File: src/hdl/smp_cfg.svh
`ifndef SMP_CFG_SVH
`define SMP_CFG_SVH

// Sample RAM address width, 1024 entries
`define SMP_ADDR_W 10

// Width of one stored sample
`define SMP_SAMPLE_W 16

// Host bus word, split into byte lanes
`define SMP_BUS_W 32

// Byte lane width on the host bus
`define SMP_BYTE_W 8

`endif
File: src/hdl/smp_types_pkg.sv
`default_nettype none

`include "smp_cfg.svh"

package smp_types_pkg;

    // One stream sample as held in RAM
    typedef logic [`SMP_SAMPLE_W-1:0] sample_t;

    // RAM address, also the width of both pointers
    typedef logic [`SMP_ADDR_W-1:0] addr_t;

    typedef logic [15:0] cnt_t;  // Lost-sample counter, saturating

endpackage

`default_nettype wire

File: src/hdl/sample_capture.sv
`default_nettype none

module sample_capture (
    input  logic                   clk_i,
    input  logic                   rst_ni,
    input  logic                   sample_valid_i,
    input  smp_types_pkg::sample_t sample_i,
    input  logic                   porta_busy_i,  // Host commit owns port A
    output logic                   cap_we_o,
    output smp_types_pkg::addr_t   cap_addr_o,
    output smp_types_pkg::sample_t cap_data_o,
    output smp_types_pkg::addr_t   wptr_o,
    output smp_types_pkg::cnt_t    drop_cnt_o
);

    import smp_types_pkg::*;

    addr_t wptr_q;
    cnt_t  drop_q;
    logic  drop;

    // Host has priority and a colliding sample is lost
    assign cap_we_o   = sample_valid_i && !porta_busy_i;
    assign drop       = sample_valid_i && porta_busy_i;
    assign cap_addr_o = wptr_q;
    assign cap_data_o = sample_i;

    always_ff @(posedge clk_i or negedge rst_ni) begin
        if (!rst_ni) begin
            wptr_q <= '0;
        end else if (cap_we_o) begin
            wptr_q <= wptr_q + 1'b1;  // Wraps at RAM depth
        end
    end

    always_ff @(posedge clk_i or negedge rst_ni) begin
        if (!rst_ni) begin
            drop_q <= '0;
        end else if (drop && (drop_q != '1)) begin
            drop_q <= drop_q + 1'b1;  // Sticks at max
        end
    end

    assign wptr_o     = wptr_q;
    assign drop_cnt_o = drop_q;

    a_no_write_while_busy: assert property (
        @(posedge clk_i) disable iff (!rst_ni) porta_busy_i |-> !cap_we_o);

endmodule

`default_nettype wire

File: config.mk
export PLATFORM = sky130hd
export DESIGN_NAME = sample_capture
export DESIGN_NICKNAME = d
export VERILOG_FILES = /design/src/hdl/smp_types_pkg.sv /design/src/hdl/sample_capture.sv
export VERILOG_INCLUDE_DIRS = /design/src /design/src/hdl
export SDC_FILE = /design/constraint.sdc
export NUM_CORES = 1
export LEC_CHECK = 0
export BUFFER_PORTS_ARGS = -buffer_cell sky130_fd_sc_hd__clkbuf_2
export CAP_MARGIN = 20
export CORE_UTILIZATION = 40
export DETAILED_ROUTE_END_ITERATION = 8
export PLACE_DENSITY = 0.73
export SYNTH_ARGS = -nofsm -noshare
export SYNTH_HDL_FRONTEND = slang
export SYNTH_SLANG_ARGS = --single-unit
File: constraint.sdc
create_clock -name clk_i -period 3.8 [get_ports clk_i]
set_input_delay 0.76 -clock clk_i [delete_from_list [all_inputs] [get_ports clk_i]]
set_output_delay 0.76 -clock clk_i [all_outputs]
set_load 0.005 [all_outputs]
==> out/results.ini <==
[routing]
avgRoutedWirePerCell_um=13.05
ant_nets=0
wl_met1_um=1190
drc=0
viasPerCell=5.083
top_layer=met4
finalWirelength_um=2689
vias=1047
first_iter_violations=35
met3_length_um=147
route.met2.wl_um=1271
dr.pass1.iters=4

[timing]
worst_pin_slew_ns=0.6405
drv_slew=0
finalCritPeriodShare=0.5889
setup_viol=0
maxSlewHeadroom=0.5730
fmax_mhz=446.8
hold_viol_final=0
tns_ns=0
fin_crit_ns=2.238
grt_setup_unrepaired=no
clock_skew_ns=0.007479

[synthesis]
synthDistinctLibCells=30
ys_ff_latch=26
yosys.area_share.simple=0.2433
syn_area_per_cell_um2=10.39
synthesis.nets=165
synth_compound_area_frac=0.01684
synth_ff_type=dfrtp_1
synth_top_family_by_area=simple AND/OR/NAND/NOR gates
syn_area_mm2=0.001486
synthAdderAreaFrac=0.01684
synth_edf_count=0
seq_area_frac_synth=0.4377
synth_warnings=0
synthMuxAreaShare=0.02273
synth-xor-area-share=0.1178
synth_cells=143
async_flop_share=1.000

[clocking]
numClockSinks=26
clk_latency_ns=0.27
cts_setup_buffers=0
cts_tree=done
cts_resized=0
cts_htree_levels=1
cts_hold_buf=0
clock-root-buffer=clkbuf_8
cts_made_buffers=3
clkTransAtPathRegs_ns=0.09
cts_buffer_depth=2

[final_layout]
syn2layout_area_growth_pct=8.670
finish.utilization=0.4693
nets=183
diodes=0
drive_above_1_share=0.3313
final_cell_area_mm2=0.001615

[worst_setup_path]
r2r_end=drop_cnt_o[12]
path_class=in -> out
rr_worst_depth=5
critPathRequiredTime_ns=3.04
arrival_ns=1.48
r2r_slack_ns=1.99
crit_fanout=7
worstSetupEndpointType=primary output
r2r-start=drop_cnt_o[0]
critPathLaunchType=primary input

[placement]
gp_congestion=0.8872
place_hpwl_um=2073
place_area_mm2=0.001544
portBuffers=40

[grt]
antenna_found_initial=0
overflow=0
grt_max_degree=27
grt_pass1_wl_um=4685
grt_pass1_vias=999
grt_usage=0.1528

[floorplanning]
coreArea_mm2=0.003442
die-area_mm2=0.003964
die_h_um=62.96
die_w_um=62.96
initial_core_util=0.4318
fp-row-count=21
ios=73

[power_and_ir_drop]
total_power_mw=0.8902
cellPowerDensity_mw_per_mm2=551.1
peakVddDrop_mv=0.2227
power_leakage_nw=0.8038

[job]
cap_violations=0

[outcome]
status=finished, final reports clean

[hold_path]
hp-class=in -> async

==> synth_stat cells, drive strengths merged (3+ instances only) <==
cell    n  area, µm²
buf    27      200.2
dfrtp  26      650.6
inv     4      15.01
mux2    3      33.78
nand2   9      33.78
nand3   8      52.55
nand4   8      77.57
nor2    9      33.78
nor3    7      40.04
nor4    5      52.55
o21ai   4      20.02
xnor2   8      70.07
xor2   12      105.1
==> worst max-delay path by stage <==
| stage | cells past startpoint | start | endpoint |
|---|---|---|---|
| finish | 3 | sample_valid_i | cap_we_o |
| global route | 3 | sample_valid_i | cap_we_o |
| CTS | 3 | sample_valid_i | cap_we_o |
| detailed placement | 3 | sample_valid_i | cap_we_o |
| global placement | 3 | sample_valid_i | cap_we_o |
| floorplan | 4 | porta_busy_i | drop_cnt_o[12] |
==> cell usage in the layout (no fill, tap or decap), drive strengths merged <==
cell type  instances
and3               1
nor4               5
nand2              9
or3                2
inv                4
a21oi              1
and4               2
clkbuf            43
nor2               9
nor3b              1
mux2               3
xnor2              8
nand4              8
nor2b              1
nand4b             1
o21ai              4
bufinv             1
and2               2
ha                 2
nand3              8
xor2              12
dfrtp             26
nor3               7
==> layout make-up <==
class / instances / area (µm²)
clock inverters: 1 / 30.03
fillers: 341 / 1827
clock buffers: 3 / 41.29
repair buffers: 40 / 200.2
flip-flops and latches: 26 / 650.6
well taps: 46 / 57.56
inverters: 4 / 15.01
multi-input cells: 86 / 620.6
==> state kept, by name, summed over array words and instances, names as in the netlist <==
name	flops
cap_addr_o	10
drop_cnt_o	16
==> worst max-delay path, stage by stage <==
cell	delay, ns
clkbuf_2	0.12
nor2b_1	0.41
clkbuf_2	0.20
==> kinds of logic after synthesis <==
kind of cell,after synthesis
buffers and inverters,31
AO/OA/AOI/OAI,5
AND/OR/NAND/NOR,56
XOR/XNOR,20
adder cells (fa/ha/maj),2
multiplexers,3
flip-flops,26
==> through the flow <==
| stage | setup WS (ns) | hold slack [ns] | std cells |
|---|---|---|---|
| after floorplan | 1.955 | 0.4644 | 143 |
| after global placement | 1.615 | 0.4792 | 202 |
| after detailed placement | 1.562 | 0.5047 | 202 |
| after CTS | 1.562 | 0.5169 | 206 |
| after global routing | 1.487 | 0.5298 | 206 |
| final | 1.562 | 0.4935 | 206 |
==> per-layer routing <==
| metal | up-vias | track usage |
|---|---|---|
| met3 | 14 | 0.02372 |
| met2 | 36 | 0.2339 |
| li1 | 501 | - |
| met4 | 0 | 0.1017 |
| met1 | 496 | 0.1977 |
| met5 | - | 0 |
==> where the power goes <==
| group | switching (mW) | total (mW) | internal, mW | leakage, nW |
|---|---|---|---|---|
| clock | 0.0849 | 0.226 | 0.141 | 0.0357 |
| sequential | 0.103 | 0.442 | 0.339 | 0.333 |
| combinational | 0.102 | 0.222 | 0.121 | 0.436 |
| total | 0.289 | 0.890 | 0.601 | 0.804 |
Note: power is estimated with default switching activity, not from simulation.
