==> config.mk <==
export PLATFORM = sky130hd
export DESIGN_NAME = bus_bridge
export DESIGN_NICKNAME = d
export VERILOG_FILES = /design/src/hdl/smp_bus_pkg.sv /design/src/hdl/smp_types_pkg.sv /design/src/hdl/bus_bridge.sv
export VERILOG_INCLUDE_DIRS = /design/src /design/src/hdl
export SDC_FILE = /design/constraint.sdc
export NUM_CORES = 1
export LEC_CHECK = 0
export BUFFER_PORTS_ARGS = -buffer_cell sky130_fd_sc_hd__clkbuf_2
export CORE_AREA = 2 2 80 63
export DETAILED_ROUTE_END_ITERATION = 6
export DIE_AREA = 0 0 82 65
export PLACE_DENSITY = 0.68
export SLEW_MARGIN = 20
export SYNTH_ARGS = -nofsm -noshare
export SYNTH_HDL_FRONTEND = slang
export SYNTH_SLANG_ARGS = --single-unit
export TNS_END_PERCENT = 1
==> constraint.sdc <==
create_clock -name clk_i -period 4.1 [get_ports clk_i]
set_input_delay 0.615 -clock clk_i [delete_from_list [all_inputs] [get_ports clk_i]]
set_output_delay 0.615 -clock clk_i [all_outputs]
set_load 0.005 [all_outputs]
==> src/hdl/smp_cfg.svh <==
`ifndef SMP_CFG_SVH
`define SMP_CFG_SVH

// Sample RAM address width, 1024 entries
`define SMP_ADDR_W 10

// Width of one stored sample
`define SMP_SAMPLE_W 16

// Host bus word, split into byte lanes
`define SMP_BUS_W 32

// Byte lane width on the host bus
`define SMP_BYTE_W 8

`endif
==> src/hdl/smp_bus_pkg.sv <==
`default_nettype none

`include "smp_cfg.svh"

package smp_bus_pkg;

    typedef logic [`SMP_BUS_W-1:0] bus_data_t;  // Host data word

    // One enable per byte lane of bus_data_t
    typedef logic [`SMP_BUS_W/`SMP_BYTE_W-1:0] bus_be_t;

    // Both non-idle states last exactly one cycle
    typedef enum logic [1:0] {
        IDLE,
        WRITE_COMMIT,  // Holding register goes to port A
        READ_RETURN    // RAM output is valid for the host
    } bridge_state_e;

endpackage

`default_nettype wire

==> src/hdl/smp_types_pkg.sv <==
`default_nettype none

`include "smp_cfg.svh"

package smp_types_pkg;

    // One stream sample as held in RAM
    typedef logic [`SMP_SAMPLE_W-1:0] sample_t;

    // RAM address, also the width of both pointers
    typedef logic [`SMP_ADDR_W-1:0] addr_t;

    typedef logic [15:0] cnt_t;  // Lost-sample counter, saturating

endpackage

`default_nettype wire

==> src/hdl/bus_bridge.sv <==
`default_nettype none

module bus_bridge (
    input  logic                    clk_i,
    input  logic                    rst_ni,
    input  logic                    bus_req_i,
    input  logic                    bus_we_i,
    input  smp_types_pkg::addr_t    bus_addr_i,
    input  smp_bus_pkg::bus_data_t  bus_wdata_i,
    input  smp_bus_pkg::bus_be_t    bus_be_i,
    input  smp_types_pkg::sample_t  rd_data_i,
    output logic                    host_wr_o,
    output smp_types_pkg::addr_t    host_waddr_o,
    output smp_types_pkg::sample_t  host_wdata_o,
    output logic                    host_rd_o,
    output smp_types_pkg::addr_t    host_raddr_o,
    output logic                    bus_rvalid_o,
    output smp_bus_pkg::bus_data_t  bus_rdata_o
);

    import smp_types_pkg::*;
    import smp_bus_pkg::*;

    bridge_state_e state_q;
    bridge_state_e state_d;
    bus_data_t     hold_q;
    addr_t         waddr_q;
    logic          wr_req;
    logic          rd_req;

    // Requests are only taken in IDLE
    assign wr_req = bus_req_i && bus_we_i && (state_q == IDLE);
    assign rd_req = bus_req_i && !bus_we_i && (state_q == IDLE);

    always_comb begin
        state_d = IDLE;
        if (wr_req) begin
            state_d = WRITE_COMMIT;
        end else if (rd_req) begin
            state_d = READ_RETURN;
        end
    end

    always_ff @(posedge clk_i or negedge rst_ni) begin
        if (!rst_ni) begin
            state_q <= IDLE;
        end else begin
            state_q <= state_d;
        end
    end

    // Byte merge where disabled lanes keep older data
    always_ff @(posedge clk_i or negedge rst_ni) begin
        if (!rst_ni) begin
            hold_q <= '0;
        end else if (wr_req) begin
            for (int i = 0; i < $bits(bus_be_t); i++) begin
                if (bus_be_i[i]) begin
                    hold_q[8*i +: 8] <= bus_wdata_i[8*i +: 8];
                end
            end
        end
    end

    always_ff @(posedge clk_i) begin
        if (wr_req) begin
            waddr_q <= bus_addr_i;
        end
    end

    assign host_wr_o    = (state_q == WRITE_COMMIT);
    assign host_waddr_o = waddr_q;
    assign host_wdata_o = hold_q[$bits(sample_t)-1:0];  // Low half only
    assign host_rd_o    = rd_req;  // Steals port B this cycle
    assign host_raddr_o = bus_addr_i;
    assign bus_rvalid_o = (state_q == READ_RETURN);
    assign bus_rdata_o  = bus_data_t'(rd_data_i);

    a_req_only_in_idle: assert property (
        @(posedge clk_i) disable iff (!rst_ni) bus_req_i |-> (state_q == IDLE));

    a_rvalid_after_read: assert property (
        @(posedge clk_i) disable iff (!rst_ni) rd_req |=> bus_rvalid_o);

endmodule

`default_nettype wire

==> results of run 1 <==
area by class of cell:
class                   count  area [sq um]  share of cell area
clock buffers               4          45.0              0.0297
repair buffers             70           350               0.231
multi-input cells          39           297               0.195
well taps                  60          75.1              0.0495
flip-flops and latches     28           751               0.495
worst paths after layout:
check                                start    endpoint  slack (ns)  depth (start not counted)
worst max-delay path              bus_we_i   host_rd_o        2.32                          3
worst min-delay path                rst_ni   hold_q[6]        0.28                          1
worst max register to register  state_q[0]   hold_q[3]        2.49                          3
worst min register to register  state_q[1]  state_q[1]        0.50                          1
max in group asynchronous           rst_ni  state_q[1]        3.51                          1
min in group clk_i              state_q[1]  state_q[1]        0.50                          1
cells in the mapped netlist:
cell / count
conb_1: 1
and2b_1: 1
nor4b_1: 2
edfxtp_1: 10
mux2_2: 16
dfrtp_1: 18
and4bb_2: 1
nor2b_1: 1
nand2_2: 2
buf_4: 42
logic make-up (layout without fill, tap and decap cells):
| family | after synthesis | after routing | share of synthesized area |
|---|---|---|---|
| DFF | 28 | 28 | 0.575 |
| muxes | 16 | 16 | 0.138 |
| buffers and inverters | 42 | 74 | 0.241 |
| other | 1 | 16 | 0.00287 |
| and+or+nand+nor | 7 | 7 | 0.0431 |
through the flow:
stage / area (sq um) / std cells
floorplan: 1360 / 109
global placement: 1470 / 197
detailed placement: 1470 / 197
CTS: 1520 / 201
global route: 1520 / 201
finish: 1520 / 201
flip-flops by register name, summed over array words and instances, names as in the netlist:
register / count
hold_q: 16
host_waddr_o: 10
state_q: 2
metal layers:
| metal | part of all wire | wire, um |
|---|---|---|
| met3 | 0.081 | 178 |
| met5 | 0 | 0 |
| met4 | 0.0027 | 6 |
| met1 | 0.38 | 841 |
| met2 | 0.53 | 1170 |
power groups by stage:
stage / Combinational [uW] / Clock (uW) / Sequential (uW)
finish: 124 / 151 / 355
global route: 140 / 174 / 360
CTS: 127 / 164 / 355
detailed placement: 127 / 0 / 361
global placement: 125 / 0 / 360
floorplan: 76.9 / 0 / 365
==> flow_summary_export.csv, run 1 <==
group,metric,value,unit
synthesis,synthCells,94,
synthesis,yosys-top-cells-area,"dfrtp_1 (34%), buf_4 (24%), edfxtp_1 (23%), mux2_2 (14%), nor4b_1 (1.3%)",
global_routing,top_usage_layer,"met2",
clock_network,clock_path_buffers,2,
global_routing,grt-ovfl-total,0,
routing,ant_nets,0,
finish,drive_gt1_frac,0.652,
global_routing,antenna_found_initial,0,
clock_network,clk_latency,0.27,ns
global_routing,grt_pass1_wl,3260,um
finish,syn_to_final_growth,16.2,%
power_and_ir_drop,power_frac_seq,0.563,
sta,tns,0,ns
finish,n_fill_cell,473,
sta,hold_slack,0.275,ns
power_and_ir_drop,vdd_drop_max,0.000192,V
synthesis,yosysSeqAreaShare,0.575,
routing,num_vias,775,
worst_setup_path,worstPathMaxFanout,3,
power_and_ir_drop,p_int,478,uW
clock_network,cts_sinks,28,
sta,min_period,1.78,ns
floorplanning,die_w,82,um
worst_setup_path,path_cells,"clkbuf_2 -> nor4b_1 -> clkbuf_2",
synthesis,yosysUniqueCellTypes,10,
routing,drt_wl_total,2200,um
sta,setup_violations,0,
floorplanning,die_h,65,um
worst_setup_path,slowest_delay,0.28,ns
clock_network,cts.root.buffer_cell,"clkbuf_8",
worst_setup_path,cpLargestDelayFamily,"simple AND/OR/NAND/NOR gates",
power_and_ir_drop,p_switching,152,uW
run,max-cap-violations,0,
synthesis,yosys.area.top_type,"dfrtp_1",
worst_setup_path,crit_type,"input port to output port",
placement,place_hpwl,1770,um
clock_network,cts.clk_slew.worst_paths,0.09,ns
routing,drc,0,
clock_network,htreeDepth,1,
min_path,min_path_type,"input port to asynchronous set/reset pin",
global_routing,grtUsageMet1,0.0910,
worst_setup_path,end_kind,"output port",
worst_setup_path,cp-start-kind,"input port",
clock_network,numCtsBuffers,3,
synthesis,synth_top_area_frac,0.345,
synthesis,synth_seq_cells,28,
worst_setup_path,crit_top_cell,"clkbuf_2",
global_routing,grt_max_degree,19,
power_and_ir_drop,power.leakage,0.000764,uW
synthesis,synth_area,1310,sq um
synthesis,yosysWarnings,0,
finish,final_nets,208,
global_routing,track_usage,0.0805,
global_routing,met3_usage,0.0265,
power_and_ir_drop,p_sw_frac,0.241,
global_routing,grt_pass1_vias,719,
routing,avgViaCountPerCell,3.86,
power_and_ir_drop,finalPower,630,uW
clock_network,cts_setup_buffers,0,
run_status,outcome,"finished clean",
sta,finalHoldViolations,0,
global_routing,use_met2,0.140,
sta,report.final.slew_viol_count,0,
finish,layout_common_cells,"clkbuf_2 (70), dfrtp_1 (18), mux2_2 (16), conb_1 (16), edfxtp_1 (10)",
sta,fmax,563,MHz
floorplanning,rows,22,
sta,fin_crit_sh,0.433,
floorplanning,dieArea,5330,sq um
sta,post-route-worst-setup-slack,2.32,ns
power_and_ir_drop,power.share.clock,0.239,
finish,n_antenna_cell,0,
sta,rsz0062_at_grt,"no",
placement,place_ws,2.20,ns
clock_network,cts_tree,"yes",
worst_setup_path,crit_path_top_delay_cell,"nor4b_1",
placement,portBuffers,70,
routing,firstDrtPassIters,2,
power_and_ir_drop,power.density,415,nW/um^2
floorplanning,io_pins,137,
routing,drt_iter0_drc,15,
worst_setup_path,cp_num_buf_inv,2,
worst_setup_path,required,3.48,ns
finish,layout_commonest_cell,"clkbuf_2",
sta,finClkSkew,0.00438,ns
synthesis,syn_avg_cell_area,13.9,sq um
power_and_ir_drop,combPwrFrac,0.197,
floorplanning,initial_core_util,0.282,
placement,place_congestion,0.669,
routing,wl_per_cell,10.9,um
clock_network,cts.repair.resized,0,
clock_network,cts_hold_buf,0,
floorplanning,design.core.area,4620,sq um
finish,final_core_util,0.328,
worst_setup_path,worst_ep_arrival_time,1.16,ns
Power figures use the tool's default switching activity.
==> run 2: changes to the inputs <==
ABC_AREA = 1   (was unset)
CORE_AREA = 2 2 83 65   (was 2 2 80 63)
DIE_AREA = 0 0 85 67   (was 0 0 82 65)
PLACE_DENSITY = 0.67   (was 0.68)
clock period = 1.8 ns   (was 4.1 ns; I/O delays follow)
==> run 2 against run 1 <==
- utilization grew 0.82 points
- critical path depth is 1 higher
- clock skew rose by 0.0018 ns
- die area is 6.8% higher
- design area up 6.8%
- global-route usage is 1.1 points higher
==> flow_summary_export.csv, run 2 <==
group,metric,value,unit
floorplanning,rows,22,
sta,hold_slack,0.180,ns
run_status,outcome,"finished clean",
placement,portBuffers,70,
floorplanning,die_h,67,um
sta,fmax,646,MHz
global_routing,grt_max_degree,19,
global_routing,grt_pass1_vias,858,
routing,drt_iter0_drc,27,
finish,design_area,1620,sq um
power_and_ir_drop,p_sw_frac,0.274,
routing,drc,0,
worst_setup_path,r2r-start,"state_q[0]",
global_routing,grt_pass1_wl,4090,um
synthesis,yosys.area.top_type,"dfrtp_1",
clock_network,clk_latency,0.27,ns
worst_setup_path,r2r-end,"hold_q[9]",
run,max-cap-violations,0,
sta,fin_crit_sh,0.859,
synthesis,synth.most_common_cell,"buf_4",
sta,rsz0062_at_grt,"no",
sta,report.final.slew_viol_count,0,
power_and_ir_drop,finalPower,1430,uW
worst_setup_path,path_cells,"nor2_8 -> nand2_1 -> nor2_1 -> clkbuf_2",
worst_setup_path,required,1.53,ns
power_and_ir_drop,p_switching,392,uW
synthesis,synth-async-reset-ratio,0.643,
power_and_ir_drop,power_frac_seq,0.560,
placement,place_hpwl,2120,um
min_path,min_path_type,"input port to flop",
worst_setup_path,reg2reg_setup_slack,0.48,ns
placement,placement.cell_area,1570,sq um
global_routing,antenna_found_initial,0,
clock_network,cts.root.buffer_cell,"clkbuf_8",
sta,post-route-worst-setup-slack,0.253,ns
routing,wl_per_cell,11.3,um
synthesis,yosysWarnings,0,
floorplanning,die_w,85,um
worst_setup_path,crit_path_start,"state_q[0]",
finish,multi_input_area,363,sq um
floorplanning,initial_core_util,0.294,
sta,setup_violations,0,
power_and_ir_drop,power.leakage,0.000876,uW
worst_setup_path,end_kind,"output port",
placement,place_ws,0.482,ns
routing,drt_wl_total,2730,um
synthesis,synth-main-ff-cell,"dfrtp_1",
sta,min_period,1.55,ns
finish,largest_register,"hold_q",
power_and_ir_drop,combPwrFrac,0.201,
worst_setup_path,crit_type,"flop to output port",
clock_network,cts_tree,"yes",
synthesis,yosys-top-cells-area,"dfrtp_1 (32%), buf_4 (22%), edfxtp_1 (21%), nand2_1 (9.0%), nand4_1 (7.1%)",
sta,finClkSkew,0.00616,ns
global_routing,grt-ovfl-total,0,
worst_setup_path,crit_end,"host_rd_o",
power_and_ir_drop,power.share.clock,0.240,
finish,layout_commonest_cell,"clkbuf_2",
sta,finalHoldViolations,0,
routing,ant_nets,0,
power_and_ir_drop,power.density,882,nW/um^2
synthesis,syn_avg_cell_area,10.4,sq um
clock_network,clock_path_buffers,2,
global_routing,track_usage,0.0918,
finish,largest_reg_flops,16,
worst_setup_path,rr_worst_depth,5,
power_and_ir_drop,p_int,1040,uW
synthesis,synth_seq_cells,28,
synthesis,yosysUniqueCellTypes,14,
power_and_ir_drop,vdd_drop_max,0.000419,V
worst_setup_path,cp-start-kind,"flop",
clock_network,cts.repair.resized,0,
synthesis,yosysSeqAreaShare,0.530,
routing,firstDrtPassIters,4,
worst_setup_path,slowest_delay,0.47,ns
worst_setup_path,worst_ep_arrival_time,1.28,ns
placement,place_congestion,0.723,
routing,avgViaCountPerCell,4.13,
finish,regArea,751,sq um
clock_network,htreeDepth,1,
synthesis,synth_edf_count,10,
clock_network,numCtsBuffers,3,
clock_network,cts.clk_slew.worst_paths,0.10,ns
finish,n_fill_cell,510,
finish,drive_gt1_frac,0.434,
finish,syn_to_final_growth,14.4,%
floorplanning,design.core.area,4820,sq um
routing,num_vias,999,
floorplanning,io_pins,137,
worst_setup_path,worstPathMaxFanout,10,
synthesis,synth_top_area_frac,0.318,
synthesis,synthCells,136,
worst_setup_path,crit_path_top_delay_cell,"dfrtp_1",
synthesis,synth_area,1420,sq um
finish,final_nets,249,
sta,tns,0,ns
finish,n_antenna_cell,0,
synthesis,synthTopCellsByCount,"buf_4 (42), nand2_1 (34), dfrtp_1 (18)",
finish,layout_common_cells,"clkbuf_2 (70), nand2_1 (34), dfrtp_1 (18)",
floorplanning,dieArea,5700,sq um
clock_network,cts_sinks,28,
run 2: power by group through the flow:
stage / clock network, uW / registers, uW / logic [uW]
final: 342 / 800 / 287
after global routing: 393 / 812 / 328
after CTS: 365 / 802 / 293
after detailed placement: 0 / 814 / 291
after global placement: 0 / 813 / 285
after floorplan: 0 / 820 / 186
run 2: how the worst min path moves through the flow:
stage / endpoint / from / depth (start not counted)
2_1_floorplan: hold_q[0] / rst_ni / 0
3_3_place_gp: hold_q[11] / rst_ni / 1
3_5_place_dp: hold_q[13] / rst_ni / 1
4_1_cts: state_q[1] / bus_we_i / 2
5_1_grt: host_waddr_o[0] / bus_addr_i[0] / 1
6_report: host_waddr_o[1] / bus_addr_i[1] / 1
run 2: cell families (layout without fill, tap and decap cells):
logic type	count (synthesis)	in the layout	synth area share
buffers and inverters	49	80	0.254
DFF	28	28	0.530
other	1	16	0.00265
and+or+nand+nor	58	58	0.214
run 2: area by class of cell:
class                           count  area share
Clock buffer                        3      0.0255
Clock inverter                      1     0.00232
Inverter                            3     0.00695
Tap cell                           60      0.0463
Multi-Input combinational cell     74       0.224
Timing Repair Buffer               73       0.232
Sequential cell                    28       0.463
run 2: what timing repair did:
action                    in CTS  in global routing
hold buffers                   1                  0
hold endpoints to repair      18                  0
buffers inserted               0                  0
run 2: worst max-delay path, delay by kind of cell (launching register included):
| kind | cells | cell delay (ns) |
|---|---|---|
| flip-flops | 1 | 0.47 |
| AND/OR/NAND/NOR | 3 | 0.42 |
| buffers and inverters | 1 | 0.11 |
run 2: metrics by stage:
stage	instances	utilization
after floorplan	151	-
after global placement	237	0.325
after detailed placement	237	0.325
after CTS	242	0.336
after global routing	242	0.336
final	242	0.336
run 2: metal layers:
metal  up-vias  track usage  share of wire
met1       461        0.121           0.44
met5         -            0              0
met2        49        0.141           0.48
met3         4       0.0335          0.079
li1        485            -              -
met4         0       0.0278         0.0059
