### src/hdl/smp_cfg.svh
`ifndef SMP_CFG_SVH
`define SMP_CFG_SVH

// Sample RAM address width, 1024 entries
`define SMP_ADDR_W 10

// Width of one stored sample
`define SMP_SAMPLE_W 16

// Host bus word, split into byte lanes
`define SMP_BUS_W 32

// Byte lane width on the host bus
`define SMP_BYTE_W 8

`endif
### src/hdl/smp_types_pkg.sv
`default_nettype none

`include "smp_cfg.svh"

package smp_types_pkg;

    // One stream sample as held in RAM
    typedef logic [`SMP_SAMPLE_W-1:0] sample_t;

    // RAM address, also the width of both pointers
    typedef logic [`SMP_ADDR_W-1:0] addr_t;

    typedef logic [15:0] cnt_t;  // Lost-sample counter, saturating

endpackage

`default_nettype wire

### src/hdl/sample_playback.sv
`default_nettype none

module sample_playback (
    input  logic                   clk_i,
    input  logic                   rst_ni,
    input  logic                   play_en_i,
    input  logic                   portb_busy_i,  // Host read owns port B
    output logic                   pb_re_o,
    output smp_types_pkg::addr_t   pb_addr_o,
    input  smp_types_pkg::sample_t rd_data_i,
    output logic                   sample_valid_o,
    output smp_types_pkg::sample_t sample_o
);

    import smp_types_pkg::*;

    addr_t rptr_q;
    logic  valid_q;

    // Read only in free cycles and retry the same address later
    assign pb_re_o   = play_en_i && !portb_busy_i;
    assign pb_addr_o = rptr_q;

    always_ff @(posedge clk_i or negedge rst_ni) begin
        if (!rst_ni) begin
            rptr_q <= '0;
        end else if (pb_re_o) begin
            rptr_q <= rptr_q + 1'b1;  // Wraps like the write pointer
        end
    end

    // RAM output is registered, so valid trails the read by one cycle
    always_ff @(posedge clk_i or negedge rst_ni) begin
        if (!rst_ni) begin
            valid_q <= 1'b0;
        end else begin
            valid_q <= pb_re_o;
        end
    end

    assign sample_valid_o = valid_q;
    assign sample_o       = rd_data_i;

    a_no_read_while_busy: assert property (
        @(posedge clk_i) disable iff (!rst_ni) portb_busy_i |-> !pb_re_o);

endmodule

`default_nettype wire

### config.mk
export PLATFORM = sky130hd
export DESIGN_NAME = sample_playback
export DESIGN_NICKNAME = d
export VERILOG_FILES = /design/src/hdl/smp_types_pkg.sv /design/src/hdl/sample_playback.sv
export VERILOG_INCLUDE_DIRS = /design/src /design/src/hdl
export SDC_FILE = /design/constraint.sdc
export NUM_CORES = 1
export LEC_CHECK = 0
export BUFFER_PORTS_ARGS = -buffer_cell sky130_fd_sc_hd__buf_2
export CAP_MARGIN = 20
export CORE_MARGIN = 3
export CORE_UTILIZATION = 40
export CTS_CLUSTER_SIZE = 28
export DETAILED_ROUTE_END_ITERATION = 8
export PLACE_DENSITY = 0.89
export SETUP_SLACK_MARGIN = 0.05
export SYNTH_ARGS = -nofsm -noshare
export SYNTH_HDL_FRONTEND = slang
export SYNTH_SLANG_ARGS = --single-unit
### constraint.sdc
create_clock -name clk_i -period 2.1 [get_ports clk_i]
set_input_delay 0.105 -clock clk_i [delete_from_list [all_inputs] [get_ports clk_i]]
set_output_delay 0.105 -clock clk_i [all_outputs]
set_load 0.1 [all_outputs]
==> flow_summary.json, run 1 <==
{
  "setup_viol": 0,
  "rr_worst_depth": 4,
  "synth_seq_cells": 11,
  "yosys-top-cells-area": "dfrtp_1 (45%), buf_4 (20%), xnor2_1 (7.1%)",
  "cts_root_buf": "clkbuf_4",
  "critical_path_buf_inv_count": 1,
  "r2r_end": "pb_addr_o[6]$_DFFE_PN0P_",
  "fin_nets": 80,
  "cts_buffer_depth": 2,
  "die_h_um": 45.2,
  "peakVddDrop_uv": 1250,
  "critPathMaxStageDelay_ns": 0.48,
  "cp_top_family": "buffers and inverters",
  "rsz0062_at_grt": "no",
  "rr_startpoint": "pb_addr_o[0]$_DFFE_PN0P_",
  "synth_area_um2": 614,
  "final_util_pct": 45.3,
  "start_util_pct": 45.0,
  "drc": 0,
  "gp_congestion": 0.805,
  "grt-busiest-layer": "met2",
  "crit_slowest_cell": "buf_2",
  "worst_pin_slew_ns": 0.498,
  "die_area_um2": 2040,
  "ys_seq_area_share_pct": 44.8,
  "start_kind": "flip-flop",
  "min_path_type": "in -> reg",
  "clk_pin_slew_worst_paths_ns": 0.07,
  "timing.final.crit_share_pct": 62.7,
  "fin_ws_ns": 0.783,
  "core_um2": 1370,
  "drt_iter0_drc": 1,
  "cp_max_fo": 5,
  "grt_pass1_vias": 351,
  "yosysTopAreaCellShare_pct": 44.8,
  "endpoint_kind": "primary output",
  "hold_start": "portb_busy_i",
  "via_per_inst": 4.71,
  "diodes": 0,
  "leakagePower_uw": 0.000313,
  "synth.largest_area_cell": "dfrtp_1",
  "place_ws_ns": 0.856,
  "fin_crit_ns": 1.32,
  "cellPowerDensity_nw_per_um2": 1820,
  "ys_types": 16,
  "rrSetupSlack_ns": 0.92,
  "min_to": "sample_valid_o$_DFF_PN0_",
  "status": "finished, final reports clean",
  "cap_viol_max_count": 0,
  "required_ns": 2.00,
  "clk-insertion-delay-late_ns": 0.26,
  "cts_buffers": 3,
  "rows": 13,
  "grt_max_degree": 12,
  "slew_headroom_pct": 67.0,
  "tns_ns": 0,
  "syn_avg_cell_area_um2": 11.2,
  "synth_cells": 55,
  "antenna_found_initial": 0,
  "post_drt_wl_per_cell_um": 13.5,
  "overflow": 0,
  "clock-sinks": 11,
  "ys_warn_count": 0,
  "syn_to_final_growth_pct": 0.815,
  "syn-num-nets": 76,
  "finClkSkew_ns": 0.000472,
  "whs_ns": 0.103,
  "tritoncts": "built",
  "portBuffers": 15,
  "use_met2_pct": 16.4,
  "num_vias": 344,
  "use_met1_pct": 13.0,
  "postRouteAntennaNets": 0,
  "grt_pass1_wl_um": 1640,
  "cts_max_level": 1,
  "grt.met3_usage_pct": 7.17,
  "arrival_ns": 1.21,
  "finalHoldViolCount": 0,
  "drive_gt1_share_pct": 34.5,
  "wl_um": 982,
  "slew_viol_final": 0,
  "total_power_uw": 1130,
  "grt_use_total_pct": 11.4,
  "min_path_cells": 2,
  "dpl.hpwl_um": 750,
  "die_w_um": 45.2,
  "worstSetupPathType": "reg -> out",
  "dr.pass1.iters": 2,
  "max_freq_mhz": 759,
  "pin_count": 48,
  "worstPathCellList": "buf_2"
}
[where the power goes]
group	internal (uW)	leakage, uW	switching (uW)	total (uW)
clock	73.4	0.0000150	66.2	140
sequential	272	0.000133	87.1	359
combinational	100	0.000166	530	630
[timing repair]
| item | CTS | global route |
|---|---|---|
| hold buffers | 1 | 0 |
| buffers inserted | 0 | 0 |
| resized for setup | 0 | 0 |
| hold endpoints to repair | 11 | 0 |
[through the flow]
step                cell area, um^2  std cells
finish                          619         73
global route                    619         73
CTS                             619         73
detailed placement              583         68
global placement                583         68
floorplan                       614         55
[logic make-up (layout without fill, tap and decap cells)]
group	after synthesis	after routing	share of synthesized area [%]
AND/OR/NAND/NOR	14	14	16.9
flip-flops	11	11	44.8
adder cells (fa/ha/maj)	1	1	2.04
buffers and inverters	19	22	21.6
multiplexers	1	1	1.83
XOR/XNOR	9	9	12.8
[registers in the layout, summed over array words and instances, names as in the netlist]
| register | count |
|---|---|
| sample_valid_o | 1 |
| pb_addr_o | 10 |
[area by class of cell]
class | instances | area, um^2
clock buffers | 4 | 26.3
fillers | 140 | 747
inverters | 2 | 7.51
multi-input cells | 25 | 206
flip-flops and latches | 11 | 275
well taps | 15 | 18.8
repair buffers | 16 | 85.1
[worst max path at each step]
stage                              from                       end  slack [ns]  cells past startpoint
2_1_floorplan  pb_addr_o[0]$_DFFE_PN0P_  pb_addr_o[6]$_DFFE_PN0P_        0.31                      4
3_3_place_gp                  play_en_i                   pb_re_o        0.89                      3
3_5_place_dp                  play_en_i                   pb_re_o        0.86                      3
4_1_cts        pb_addr_o[2]$_DFFE_PN0P_              pb_addr_o[2]        0.77                      1
5_1_grt        pb_addr_o[2]$_DFFE_PN0P_              pb_addr_o[2]        0.75                      1
6_report       pb_addr_o[2]$_DFFE_PN0P_              pb_addr_o[2]        0.78                      1
[cells in the final DEF, fill, tap and decap left out]
master / Yosys / final
dlygate4sd3_1: 0 / 1
xor2_1: 4 / 4
xnor2_1: 5 / 5
nor4_4: 1 / 1
dfrtp_1: 11 / 11
inv_1: 2 / 2
ha_1: 1 / 1
nand2_1: 3 / 3
mux2_1: 1 / 1
nor3_1: 3 / 3
nand4b_4: 1 / 1
buf_2: 1 / 15
clkbuf_4: 0 / 3
nand4_1: 2 / 2
nor2b_1: 1 / 1
nand3_1: 2 / 2
clkbuf_1: 0 / 1
nor2_1: 1 / 1
[synthesized netlist by cell type]
library cell  count
buf_2             1
buf_4            16
dfrtp_1          11
ha_1              1
inv_1             2
mux2_1            1
nand2_1           3
nand3_1           2
nand4_1           2
nand4b_4          1
nor2_1            1
nor2b_1           1
nor3_1            3
nor4_4            1
xnor2_1           5
xor2_1            4
[routing by layer]
layer / up-vias / wire length [um]
met3: 0 / 117
met5: - / 0
met2: 17 / 458
met4: 0 / 0
li1: 168 / -
met1: 159 / 406
Note: power is estimated with default switching activity, not from simulation.
==> inputs of run 2 (changes only) <==
CORE_UTILIZATION = 34   (was 40)
PLACE_DENSITY = 0.81   (was 0.89)
clock period = 1.05 ns   (was 2.1 ns; I/O delays follow)
==> flow_summary.json, run 2 (synthesis results as in run 1) <==
{
  "status": "complete, but fails checks",
  "violations": "negative setup slack",
  "final_cell_area_um2": 1080,
  "finClkSkew_ns": 0.00437,
  "grt_use_total_pct": 12.3,
  "diodes": 0,
  "use_met1_pct": 13.1,
  "r2r_end": "pb_addr_o[5]$_DFFE_PN0P_",
  "postRouteAntennaNets": 0,
  "cellPowerDensity_nw_per_um2": 3240,
  "drive_gt1_share_pct": 74.7,
  "cp_max_fo": 3,
  "fin_ws_ns": -0.0831,
  "peakVddDrop_uv": 2080,
  "seqCellArea_um2": 309,
  "cap_viol_max_count": 0,
  "clk-insertion-delay-late_ns": 0.27,
  "largest_reg_flops": 10,
  "timing.final.crit_share_pct": 108,
  "fin_nets": 97,
  "grt_pass1_wl_um": 2170,
  "final_util_pct": 68.1,
  "num_vias": 445,
  "endpoint_kind": "primary output",
  "drt_iter0_drc": 1,
  "worst_pin_slew_ns": 0.260,
  "worstSetupPathType": "reg -> out",
  "grt-busiest-layer": "met2",
  "start_util_pct": 38.5,
  "wl_um": 1270,
  "gp_congestion": 0.730,
  "die_w_um": 48.5,
  "final_common_cell": "buf_12",
  "die_h_um": 48.5,
  "setup_viol": 13,
  "portBuffers": 15,
  "post_drt_wl_per_cell_um": 12.8,
  "fin_crit_ns": 1.13,
  "core_um2": 1590,
  "drc": 0,
  "antenna_found_initial": 0,
  "crit_slowest_cell": "dfrtp_4",
  "tritoncts": "built",
  "rr_startpoint": "pb_addr_o[0]$_DFFE_PN0P_",
  "die_area_um2": 2350,
  "clock-sinks": 11,
  "min_to": "sample_o[12]",
  "slew_headroom_pct": 82.7,
  "max_freq_mhz": 883,
  "multi_input_area_um2": 273,
  "dpl-instance-area_um2": 927,
  "min_path_cells": 0,
  "worstPathCellList": "buf_6 -> buf_12",
  "num-fill-cells": 120,
  "clk_pin_slew_worst_paths_ns": 0.06,
  "cts_max_level": 1,
  "cts_buffers": 3,
  "syn_to_final_growth_pct": 76.6,
  "pin_count": 48,
  "required_ns": 1.00,
  "grt_pass1_vias": 461,
  "start_kind": "flip-flop",
  "critical_path_buf_inv_count": 2,
  "rsz0062_at_grt": "yes",
  "via_per_inst": 4.49,
  "dr.pass1.iters": 3,
  "critPathMaxStageDelay_ns": 0.52,
  "rrSetupSlack_ns": -0.08,
  "finalHoldViolCount": 0,
  "place_ws_ns": -0.0682,
  "min_path_type": "in -> out",
  "slew_viol_final": 0,
  "mostFrequentLayoutCells": "buf_12 (13), dfrtp_4 (9), buf_6 (9), buf_4 (7), xnor2_1 (5)",
  "use_met2_pct": 18.6,
  "arrival_ns": 1.08,
  "hold_start": "rd_data_i[12]",
  "overflow": 0,
  "grt_max_degree": 12,
  "cts_buffer_depth": 2,
  "rr_worst_depth": 5,
  "rows": 14,
  "grt.met3_usage_pct": 7.06,
  "cts_root_buf": "clkbuf_4",
  "cp_top_family": "flip-flops",
  "leakagePower_uw": 0.000473
}
[run 2: routing by layer]
metal	vias up	wire length, um	part of all wire, %
li1	204	-	-
met1	210	480	38
met2	21	593	47
met3	10	149	12
met4	0	46	3.6
met5	-	0	0
[run 2: repair_timing]
action	in CTS	in global routing
endpoints found under the hold margin	11	0
setup buffers	7	2
hold buffers	1	0
setup endpoints to repair	14	17
pin swaps	6	4
gates resized for setup	11	0
[run 2: power breakdown]
part	switching [uW]	leakage, uW	internal (uW)
combinational	1340	0.000334	1080
clock	138	0.0000150	147
sequential	190	0.000124	623
[run 2: layout make-up]
class / count / area share, %
repair buffers: 33 / 40.5
flip-flops and latches: 11 / 28.5
multi-input cells: 25 / 25.1
well taps: 24 / 2.77
clock buffers: 4 / 2.42
inverters: 2 / 0.692
[run 2: through the flow]
stage | hold WS (ns) | cells | total power [uW] | setup TNS, ns
final | 0.105 | 99 | 3520 | -0.681
after global placement | -0.0685 | 85 | 2790 | -0.0635
after CTS | 0.106 | 97 | 3500 | -0.700
after detailed placement | -0.0629 | 85 | 2840 | -0.165
after floorplan | -0.243 | 55 | 2280 | -1.33
after global routing | 0.105 | 99 | 3670 | -1.27
[run 2: worst max-delay path by stage]
stage / end / cells past startpoint / start
after floorplan: pb_addr_o[1]$_DFFE_PN0P_ / 2 / pb_addr_o[1]$_DFFE_PN0P_
after global placement: pb_addr_o[1]$_DFFE_PN0P_ / 2 / pb_addr_o[1]$_DFFE_PN0P_
after detailed placement: pb_addr_o[1]$_DFFE_PN0P_ / 2 / pb_addr_o[1]$_DFFE_PN0P_
after CTS: pb_addr_o[1] / 2 / pb_addr_o[1]$_DFFE_PN0P_
after global routing: pb_addr_o[9]$_DFFE_PN0P_ / 4 / pb_addr_o[0]$_DFFE_PN0P_
final: pb_addr_o[1] / 2 / pb_addr_o[1]$_DFFE_PN0P_
==> inputs of run 3 (changes only) <==
BUFFER_PORTS_ARGS = -buffer_cell sky130_fd_sc_hd__buf_4   (was -buffer_cell sky130_fd_sc_hd__buf_2)
==> flow_summary.json, run 3 (synthesis results as in run 1) <==
{
  "clk-insertion-delay-late_ns": 0.27,
  "start_util_pct": 38.5,
  "cp_top_family": "flip-flops",
  "worstPathCellList": "buf_6 -> buf_12",
  "finClkSkew_ns": 0.00294,
  "status": "complete, but fails checks",
  "place_inst": 82,
  "via_per_inst": 4.45,
  "finalHoldViolCount": 0,
  "cts_buffers": 3,
  "crit_start": "pb_addr_o[1]$_DFFE_PN0P_",
  "overflow": 0,
  "pin_count": 48,
  "diodes": 0,
  "largest_reg_flops": 10,
  "clock-sinks": 11,
  "cellPowerDensity_nw_per_um2": 3380,
  "dr.pass1.iters": 2,
  "critPathMaxStageDelay_ns": 0.52,
  "worst_pin_slew_ns": 0.280,
  "hold_start": "portb_busy_i",
  "grt_pass1_wl_um": 2240,
  "tritoncts": "built",
  "drive_gt1_share_pct": 75.4,
  "slew_headroom_pct": 81.5,
  "die_area_um2": 2350,
  "slew_viol_final": 0,
  "postRouteAntennaNets": 0,
  "place_ws_ns": -0.0615,
  "rsz0062_at_grt": "yes",
  "wl_um": 1240,
  "fin_ws_ns": -0.0966,
  "peakVddDrop_uv": 2260,
  "min_path_type": "in -> reg",
  "fin_crit_ns": 1.15,
  "clk_pin_slew_worst_paths_ns": 0.07,
  "rrSetupSlack_ns": -0.07,
  "cts_root_buf": "clkbuf_4",
  "total_power_uw": 3440,
  "num_vias": 414,
  "grt_pass1_vias": 480,
  "antenna_found_initial": 0,
  "leakagePower_uw": 0.000451,
  "dpl.hpwl_um": 858,
  "setup_viol": 9,
  "grt_use_total_pct": 12.7,
  "grt_max_degree": 12,
  "timing.final.crit_share_pct": 109,
  "syn_to_final_growth_pct": 65.4,
  "rows": 14,
  "cts_buffer_depth": 2,
  "critical_path_buf_inv_count": 2,
  "cap_viol_max_count": 0,
  "start_kind": "flip-flop",
  "endpoint_kind": "primary output",
  "gp_congestion": 0.712,
  "portBuffers": 15,
  "arrival_ns": 1.09,
  "post_drt_wl_per_cell_um": 13.3,
  "drc": 0,
  "core_um2": 1590,
  "drt_iter0_drc": 1,
  "violations": "negative setup slack",
  "mostFrequentLayoutCells": "buf_4 (9), buf_12 (9), dfrtp_4 (9), buf_6 (8)",
  "die_h_um": 48.5,
  "cp_max_fo": 3,
  "cts_max_level": 1,
  "die_w_um": 48.5,
  "worstSetupPathType": "reg -> out",
  "final_cell_count_no_fill": 93,
  "fin_nets": 91,
  "required_ns": 1.00,
  "rr_startpoint": "pb_addr_o[1]$_DFFE_PN0P_",
  "crit_slowest_cell": "dfrtp_4",
  "max_freq_mhz": 872
}
==> run 3: worst paths after layout <==
| path | to | cells after the start |
|---|---|---|
| max | pb_addr_o[1] | 2 |
| min | sample_valid_o$_DFF_PN0_ | 3 |
| max reg2reg | pb_addr_o[1]$_DFFE_PN0P_ | 2 |
| min reg2reg | pb_addr_o[9]$_DFFE_PN0P_ | 1 |
| max in group asynchronous | pb_addr_o[4]$_DFFE_PN0P_ | 2 |
| min in group asynchronous | pb_addr_o[1]$_DFFE_PN0P_ | 2 |
==> run 3: layout make-up <==
| type | instances | area (um^2) |
|---|---|---|
| flip-flops and latches | 11 | 309 |
| well taps | 24 | 30.0 |
| inverters | 2 | 7.51 |
| repair buffers | 27 | 348 |
| clock buffers | 4 | 26.3 |
| multi-input cells | 25 | 295 |
| fillers | 130 | 578 |
==> run 3: report_power, final <==
part	internal, uW	switching, uW	leakage, uW
logic	987	1310	0.000313
registers	623	221	0.000124
clock network	147	151	0.0000150
total	1760	1680	0.000451
==> run 3: what timing repair did <==
action | in CTS | in global routing
resized for setup | 35 | 6
setup buffers | 5 | 1
pin swaps | 6 | 8
hold buffers | 1 | 0
setup endpoints to repair | 15 | 20
hold endpoints to repair | 11 | 0
==> run 3: layer usage <==
layer  vias up  share of wire [%]  GRT usage, %  routed length [um]
met4         0                1.3          5.21                  16
met3         6                9.5          6.75                 118
met1       199                 36          12.6                 443
met2        19                 53          22.0                 661
li1        190                  -             -                   -
met5         -                  0             0                   0
==> run 3: stage by stage <==
step / hold slack [ns] / setup TNS [ns] / instance area [um^2] / utilization, %
4_1_cts: 0.0890 / -0.447 / 978 / 61.4
3_5_place_dp: -0.103 / -0.146 / 762 / 47.8
2_1_floorplan: -0.243 / -1.33 / 709 / -
3_3_place_gp: -0.107 / -0.103 / 762 / 47.8
5_1_grt: 0.0996 / -1.01 / 1020 / 63.7
6_report: 0.0917 / -0.555 / 1020 / 63.7
==> run 3: worst min-delay path, cell delays in order <==
cell and delay [ns]:
buf_4 0.08, nor2b_1 0.03, buf_4 0.15
